===== src/rename_pkg.sv =====
package rename_pkg;

    // architectural register file size, fixed by the isa
    localparam int ARCH_REGS = 32;

    typedef logic [4:0] arch_reg_t;   // x0..x31
    typedef logic [6:0] phys_tag_t;   // up to 128 physical registers
    typedef logic [6:0] opcode_t;     // rv32 major opcode field

    // major opcodes with special source / destination handling
    localparam opcode_t OPC_LOAD   = 7'b0000011;
    localparam opcode_t OPC_OP_IMM = 7'b0010011;
    localparam opcode_t OPC_AUIPC  = 7'b0010111;
    localparam opcode_t OPC_STORE  = 7'b0100011;
    localparam opcode_t OPC_LUI    = 7'b0110111;
    localparam opcode_t OPC_BRANCH = 7'b1100011;
    localparam opcode_t OPC_JALR   = 7'b1100111;
    localparam opcode_t OPC_JAL    = 7'b1101111;

    // anything not listed above is treated as register-register

endpackage


===== src/register_alias_table.sv =====
`timescale 1ns/10ps

module register_alias_table #(
    parameter int NUM_PHYS = 128
) (
    input  logic                  clk,
    input  logic                  reset,
    input  rename_pkg::arch_reg_t rs1,
    input  rename_pkg::arch_reg_t rs2,
    input  rename_pkg::arch_reg_t rd,
    input  logic                  alloc_en,
    input  rename_pkg::phys_tag_t new_tag,
    input  logic                  wb_en,
    input  rename_pkg::arch_reg_t wb_rd,
    input  rename_pkg::phys_tag_t wb_tag,
    output rename_pkg::phys_tag_t src1_map,
    output rename_pkg::phys_tag_t src2_map,
    output logic                  src1_valid,
    output logic                  src2_valid,
    output rename_pkg::phys_tag_t prev_tag
);

    import rename_pkg::*;

    phys_tag_t            map_table [ARCH_REGS];  // arch -> phys mapping
    logic [ARCH_REGS-1:0] ready_bits;             // value of current mapping produced
    logic                 wb_hit;

    // only a writeback of the live mapping wakes the register up
    assign wb_hit = wb_en && !ready_bits[wb_rd] && (map_table[wb_rd] == wb_tag);

    // lookups see the state before the update edge
    assign src1_map   = map_table[rs1];
    assign src2_map   = map_table[rs2];
    assign src1_valid = ready_bits[rs1];
    assign src2_valid = ready_bits[rs2];
    assign prev_tag   = map_table[rd];   // displaced tag, goes back to free list

    always_ff @(posedge clk) begin
        if (reset) begin
            for (int i = 0; i < ARCH_REGS; i++) begin
                map_table[i] <= phys_tag_t'(i);   // identity mapping
            end
            ready_bits <= '1;
        end else begin
            if (wb_hit) begin
                ready_bits[wb_rd] <= 1'b1;
            end
            // placed after the wakeup so a same-register rename clears the bit
            if (alloc_en) begin
                map_table[rd]  <= new_tag;
                ready_bits[rd] <= 1'b0;
            end
        end
    end

    // x0 is hardwired, stage must never allocate for it
    assert property (@(posedge clk) disable iff (reset)
        alloc_en |-> (rd != '0))
        else $error("rat: x0 remapped");

    // tag from free list must address a real physical register
    assert property (@(posedge clk) disable iff (reset)
        alloc_en |-> (int'(new_tag) < NUM_PHYS))
        else $error("rat: new_tag %0d out of range", new_tag);

endmodule


===== src/free_list.sv =====
`timescale 1ns/10ps

module free_list #(
    parameter int NUM_PHYS = 128
) (
    input  logic                  clk,
    input  logic                  reset,
    input  logic                  alloc_en,
    input  rename_pkg::phys_tag_t ret_tag,
    output rename_pkg::phys_tag_t head_tag
);

    import rename_pkg::*;

    localparam int DEPTH   = NUM_PHYS - ARCH_REGS;              // tags not mapped at reset
    localparam int PTR_W   = (DEPTH > 1) ? $clog2(DEPTH) : 1;
    localparam int COUNT_W = $clog2(DEPTH + 1);

    phys_tag_t          fifo_mem [DEPTH];
    logic [PTR_W-1:0]   head;       // next tag handed out
    logic [PTR_W-1:0]   tail;       // slot for the next returned tag
    logic [COUNT_W-1:0] count;      // free tags held
    logic               do_pop;
    logic               do_push;
    logic [PTR_W-1:0]   head_next;
    logic [PTR_W-1:0]   tail_next;

    assign do_pop  = alloc_en && (count != '0);
    assign do_push = alloc_en;      // every allocation returns the displaced tag

    assign head_tag = fifo_mem[head];

    // circular increment, depth need not be a power of two
    assign head_next = (head == PTR_W'(DEPTH - 1)) ? '0 : head + 1'b1;
    assign tail_next = (tail == PTR_W'(DEPTH - 1)) ? '0 : tail + 1'b1;

    always_ff @(posedge clk) begin
        if (reset) begin
            for (int i = 0; i < DEPTH; i++) begin
                fifo_mem[i] <= phys_tag_t'(ARCH_REGS + i);   // tags 32 upward
            end
            head  <= '0;
            tail  <= '0;
            count <= COUNT_W'(DEPTH);    // starts full
        end else begin
            if (do_push) begin
                fifo_mem[tail] <= ret_tag;
                tail           <= tail_next;
            end
            if (do_pop) begin
                head <= head_next;
            end
            case ({do_push, do_pop})
                2'b10:   count <= count + 1'b1;
                2'b01:   count <= count - 1'b1;
                default: count <= count;           // both or neither
            endcase
        end
    end

    // pop and push are paired, so the queue never drains or overflows
    assert property (@(posedge clk) disable iff (reset)
        (count >= COUNT_W'(1)) && (count <= COUNT_W'(DEPTH)))
        else $error("free_list: occupancy %0d out of range", count);

endmodule


===== src/rename_stage.sv =====
`timescale 1ns/10ps

module rename_stage (
    input  logic                  clk,
    input  logic                  reset,
    input  logic                  rename_req,
    input  rename_pkg::opcode_t   opcode,
    input  rename_pkg::arch_reg_t rs1,
    input  rename_pkg::arch_reg_t rs2,
    input  rename_pkg::arch_reg_t rd,
    input  rename_pkg::phys_tag_t src1_map,
    input  rename_pkg::phys_tag_t src2_map,
    input  logic                  src1_valid,
    input  logic                  src2_valid,
    input  rename_pkg::phys_tag_t prev_tag,
    input  rename_pkg::phys_tag_t head_tag,
    output logic                  alloc_en,
    output logic                  rename_done,
    output logic                  has_dest,
    output rename_pkg::phys_tag_t src1_tag,
    output rename_pkg::phys_tag_t src2_tag,
    output logic [1:0]            src_ready,
    output rename_pkg::phys_tag_t dest_tag,
    output rename_pkg::arch_reg_t dest_arch,
    output rename_pkg::phys_tag_t old_tag
);

    import rename_pkg::*;

    logic uses_rs1;
    logic uses_rs2;
    logic writes_rd;

    // opcode class decode
    always_comb begin
        uses_rs1  = 1'b1;
        uses_rs2  = 1'b1;
        writes_rd = (rd != '0);        // x0 writes are dropped
        case (opcode)
            OPC_LUI, OPC_AUIPC, OPC_JAL: begin
                uses_rs1 = 1'b0;       // no register sources
                uses_rs2 = 1'b0;
            end
            OPC_LOAD, OPC_OP_IMM, OPC_JALR: begin
                uses_rs2 = 1'b0;       // rs1 + immediate
            end
            OPC_BRANCH, OPC_STORE: begin
                writes_rd = 1'b0;      // rd field is part of the immediate
            end
            default: begin
            end
        endcase
    end

    // table and free list update on the edge that samples the request
    assign alloc_en = rename_req && writes_rd;

    // control state
    always_ff @(posedge clk) begin
        if (reset) begin
            rename_done <= 1'b0;
            has_dest    <= 1'b0;
        end else begin
            rename_done <= rename_req;     // single cycle pulse
            if (rename_req) begin
                has_dest <= writes_rd;
            end
        end
    end

    // payload, held until the next request
    always_ff @(posedge clk) begin
        if (rename_req) begin
            src1_tag     <= uses_rs1 ? src1_map : '0;
            src2_tag     <= uses_rs2 ? src2_map : '0;
            src_ready[0] <= uses_rs1 ? src1_valid : 1'b1;
            src_ready[1] <= uses_rs2 ? src2_valid : 1'b1;
            dest_tag     <= writes_rd ? head_tag : '0;
            old_tag      <= writes_rd ? prev_tag : '0;
            dest_arch    <= rd;
        end
    end

    // allocation only for a live request, and a free tag never equals the live one it replaces
    assert property (@(posedge clk) disable iff (reset)
        alloc_en |-> rename_req ##1 (dest_tag != old_tag))
        else $error("rename_stage: alloc_en without request or free tag still mapped");

endmodule


===== src/rename_top.sv =====
`timescale 1ns/10ps

module rename_top #(
    parameter int NUM_PHYS = 128
) (
    input  logic                  clk,
    input  logic                  reset,
    input  logic                  rename_req,
    input  rename_pkg::opcode_t   opcode,
    input  rename_pkg::arch_reg_t rs1,
    input  rename_pkg::arch_reg_t rs2,
    input  rename_pkg::arch_reg_t rd,
    input  logic                  wb_en,
    input  rename_pkg::arch_reg_t wb_rd,
    input  rename_pkg::phys_tag_t wb_tag,
    output logic                  rename_done,
    output logic                  has_dest,
    output rename_pkg::phys_tag_t src1_tag,
    output rename_pkg::phys_tag_t src2_tag,
    output logic [1:0]            src_ready,
    output rename_pkg::phys_tag_t dest_tag,
    output rename_pkg::arch_reg_t dest_arch,
    output rename_pkg::phys_tag_t old_tag
);

    import rename_pkg::*;

    logic      alloc_en;      // pop + push + table update
    phys_tag_t head_tag;      // next free tag
    phys_tag_t prev_tag;      // tag displaced by rd
    phys_tag_t src1_map;
    phys_tag_t src2_map;
    logic      src1_valid;
    logic      src2_valid;

    rename_stage u_stage (
        .clk        (clk),
        .reset      (reset),
        .rename_req (rename_req),
        .opcode     (opcode),
        .rs1        (rs1),
        .rs2        (rs2),
        .rd         (rd),
        .src1_map   (src1_map),
        .src2_map   (src2_map),
        .src1_valid (src1_valid),
        .src2_valid (src2_valid),
        .prev_tag   (prev_tag),
        .head_tag   (head_tag),
        .alloc_en   (alloc_en),
        .rename_done(rename_done),
        .has_dest   (has_dest),
        .src1_tag   (src1_tag),
        .src2_tag   (src2_tag),
        .src_ready  (src_ready),
        .dest_tag   (dest_tag),
        .dest_arch  (dest_arch),
        .old_tag    (old_tag)
    );

    register_alias_table #(
        .NUM_PHYS(NUM_PHYS)
    ) u_rat (
        .clk       (clk),
        .reset     (reset),
        .rs1       (rs1),
        .rs2       (rs2),
        .rd        (rd),
        .alloc_en  (alloc_en),
        .new_tag   (head_tag),
        .wb_en     (wb_en),
        .wb_rd     (wb_rd),
        .wb_tag    (wb_tag),
        .src1_map  (src1_map),
        .src2_map  (src2_map),
        .src1_valid(src1_valid),
        .src2_valid(src2_valid),
        .prev_tag  (prev_tag)
    );

    free_list #(
        .NUM_PHYS(NUM_PHYS)
    ) u_free_list (
        .clk     (clk),
        .reset   (reset),
        .alloc_en(alloc_en),
        .ret_tag (prev_tag),   // old mapping recycled immediately
        .head_tag(head_tag)
    );

endmodule


===== config.mk =====
export PLATFORM = sky130hd
export DESIGN_NAME = rename_top
export DESIGN_NICKNAME = d
export VERILOG_FILES = /design/src/rename_pkg.sv /design/src/register_alias_table.sv /design/src/free_list.sv /design/src/rename_stage.sv /design/src/rename_top.sv
export SDC_FILE = /design/constraint.sdc
export NUM_CORES = 2
export LEC_CHECK = 0
export BUFFER_PORTS_ARGS = -buffer_cell sky130_fd_sc_hd__buf_2
export CAP_MARGIN = 20
export CORE_MARGIN = 2
export CORE_UTILIZATION = 35
export CTS_BUF_LIST = sky130_fd_sc_hd__clkbuf_8
export CTS_CLUSTER_SIZE = 25
export DETAILED_ROUTE_END_ITERATION = 8
export RECOVER_POWER = 100
export REMOVE_ABC_BUFFERS = 1
export SKIP_CTS_REPAIR_TIMING = 1
export SYNTH_ARGS = -nofsm -noshare
export SYNTH_HDL_FRONTEND = slang
export SYNTH_SLANG_ARGS = --single-unit
export TNS_END_PERCENT = 20

===== constraint.sdc =====
create_clock -name clk -period 5.6 [get_ports clk]
set_input_delay 1.12 -clock clk [delete_from_list [all_inputs] [get_ports clk]]
set_output_delay 1.12 -clock clk [all_outputs]
set_load 0.02 [all_outputs]

==> flow_metrics.env <==
export IMPL_clockBufferDepth=3
export IMPL_cts_sinks=1217
export IMPL_setup_viol=0
export IMPL_worstMarginPinSlew_ns=2.94
export IMPL_gr_total_overflow=0
export IMPL_vias_per_cell=5.85
export IMPL_fin_worst_skew_ns=0.0578
export IMPL_io_buffers=74
export IMPL_routed_wl_mm=187
export IMPL_violations="capacitance limit, slew limit"
export IMPL_r2r_end="u_rat.map_table[21][2]"
export IMPL_grt_pass1_wl_mm=270
export IMPL_drc_errors=0
export IMPL_ir_drop_v=0.000264
export IMPL_drv_cap=13
export IMPL_place_hpwl_mm=127
export IMPL_hp_start="u_free_list.count[6]"
export IMPL_dpl_instance_area_sq_um=61600
export IMPL_grt_max_degree=104
export IMPL_rsz0062_at_grt="false"
export IMPL_die_h_microns=413
export IMPL_stdcell_area_sq_um=64900
export IMPL_multi_input_area_sq_um=21300
export IMPL_ys_flop_type="edfxtp_1"
export IMPL_areaGrowthSynthToFinish_pct=10.6
export IMPL_grtUsageTotal=0.218
export IMPL_final_hold_violation_count=0
export IMPL_start_util=0.352
export IMPL_synth_area_per_cell_sq_um=14.6
export IMPL_grt_pass1_vias=36966
export IMPL_drv_slew=592
export IMPL_criticalPathCategory="in -> reg"
export IMPL_status="complete, but fails checks"
export IMPL_numCtsBuffers=195
export IMPL_cts_tree="done"
export IMPL_fp_row_count=150
export IMPL_die_area_sq_um=171000
export IMPL_clk_latency_ns=0.95
export IMPL_arrival_ns=5.50
export IMPL_antenna_found_initial=14
export IMPL_drive_above_1_share=0.208
export IMPL_synth_seq_cells=1217
export IMPL_fill_cells=15471
export IMPL_htreeDepth=4
export IMPL_max_freq_mhz=203
export IMPL_reg2reg_depth=9
export IMPL_min_path_cells=1
export IMPL_ys_types=61
export IMPL_hold_path_end="u_free_list.count[6]"
export IMPL_drtIter0Drc=4886
export IMPL_hp_class="reg -> reg"
export IMPL_dp_slack_ns=0.832
export IMPL_syn_area_sq_um=58700
export IMPL_gp_congestion=1.06
export IMPL_num_io_pins=75
export IMPL_post_route_period_util=0.881
export IMPL_yosysWarningCount=0
export IMPL_start_kind="input pin"
export IMPL_finalPower_uw=20200
export IMPL_fin_crit_ns=4.94
export IMPL_antenna_left=0
export IMPL_cp_startpoint="rename_req"
export IMPL_crit_path_max_fanout=12
export IMPL_async_flop_share=0
export IMPL_seq_area_sq_um=35900
export IMPL_fin_nets=4135
export IMPL_max_slew_margin_rel=-0.959
export IMPL_p_leak_uw=0.0198
export IMPL_core_sq_um=167000
export IMPL_syn_inst=4025
export IMPL_seq_area_frac_synth=0.612
export IMPL_critPathCaptureType="flop"
export IMPL_dieWidth_microns=413
export IMPL_layout_setup_ws_ns=0.664
export IMPL_dr_pass1_iters=8
export IMPL_path_clk_slew_ns=0.06
export IMPL_post_drt_wl_per_cell_microns=29.1
export IMPL_cts_root_buf="clkbuf_8"
export IMPL_synth_edff_count=1155
export IMPL_p_per_area_nw_per_um2=311
export IMPL_rrSetupSlack_ns=0.81
export IMPL_num_vias=37721
export IMPL_crit_required_ns=6.17
-- routing by layer --
metal	part of all wire	vias to the layer above	track usage
met2	0.46	2251	0.335
met3	0.10	475	0.0622
met1	0.40	19445	0.292
li1	-	15534	-
met4	0.044	16	0.0867
met5	0.00057	-	0
-- flip-flops by register name, summed over array words and instances, names as in the netlist, named ones only --
signal / cells
u_stage.dest_tag: 7
u_rat.map_table: 224
u_free_list.tail: 7
u_stage.src2_tag: 7
u_rat.ready_bits: 32
u_free_list.fifo_mem: 896
u_stage.dest_arch: 5
u_stage.src1_tag: 7
u_stage.old_tag: 7
u_free_list.head: 7
u_stage.rename_done: 1
u_stage.has_dest: 1
u_stage.src_ready: 2
u_free_list.count: 7
-- per-stage QoR --
step                hold WS, ns  std cells  setup TNS, ns  utilization
floorplan                 0.418       3709       -1362.08            -
global placement          0.429       6094              0        0.369
detailed placement        0.432       6095              0        0.369
CTS                       0.454       6443              0        0.391
global route              0.463       6448              0        0.389
finish                    0.457       6450              0        0.389
-- where the power goes --
part / switching (uW) / internal, uW
sequential: 159 / 10300
clock: 3710 / 3700
combinational: 1560 / 815
-- kinds of logic after synthesis --
logic type	count (synthesis)	share of synthesized area
adders and majority gates	8	0.00171
xor gates and xnor gates	13	0.00194
other	1	0.0000639
muxes	641	0.215
and+or+nand+nor	1576	0.118
buffers and inverters	339	0.0268
DFF	1217	0.612
AOI/OAI and AO/OA	230	0.0247
-- critical path: stages --
cell and delay, ns:
clkbuf_1 0.98, o221ai_1 0.78, buf_4 0.44, nor4b_2 0.26, clkbuf_1 0.73, nand2_1 0.65
nand2b_1 0.51
-- area by class of cell --
type,instances,area share
repair buffers,183,0.0182
flip-flops and latches,1217,0.554
diodes,6,0.000231
clock buffers,207,0.0439
multi-input cells,2479,0.328
well taps,2204,0.0425
clock inverters,141,0.0126
inverters,13,0.000752
-- Yosys cell counts, types with 6 or more instances --
cell type  instances  area (sq um)
edfxtp_1        1155         34700
nor2_1           614          2300
nand2_1          606          2270
mux4_2           495         11100
clkbuf_1         176           661
mux2i_1          141          1410
nand2b_1          70           438
or2_2             67           419
dfxtp_1           62          1240
o22ai_1           60           375
nor3_1            57           285
buf_2             49           245
buf_1             46           173
buf_4             46           345
a22oi_1           43           323
nand3_1           39           195
o21ai_0           37           185
o21ai_1           32           160
a21oi_1           20           100
nor2b_1           20           125
nor4_1            17           106
inv_1             13          48.8
and3_1            12          75.1
a211oi_1          10          75.1
buf_6              9           101
and4_1             8          70.1
ha_1               8           100
xor2_1             8          70.1
nand3b_1           6          45.0
nand4_1            6          37.5
-- how the worst max path moves through the flow --
stage                                   to  cells after the start
5_1_grt        u_free_list.fifo_mem[90][4]                      8
3_3_place_gp         u_rat.map_table[3][3]                      8
6_report             u_rat.map_table[1][2]                      7
3_5_place_dp         u_rat.map_table[3][3]                      8
4_1_cts             u_rat.map_table[30][3]                      9
2_1_floorplan       u_rat.map_table[17][0]                      7
-- cell usage in the layout (no fill, tap or decap), types with 43 or more instances in the layout --
cell type,n
edfxtp_1,1155
nor2_1,614
nand2_1,606
mux4_2,495
clkbuf_8,207
mux2i_1,141
clkbuf_1,89
inv_1,79
nand2b_1,70
o21ai_0,63
o22ai_1,60
dfxtp_1,58
nor3_1,56
or2_0,52
a22oi_1,43
Power figures use the tool's default switching activity.
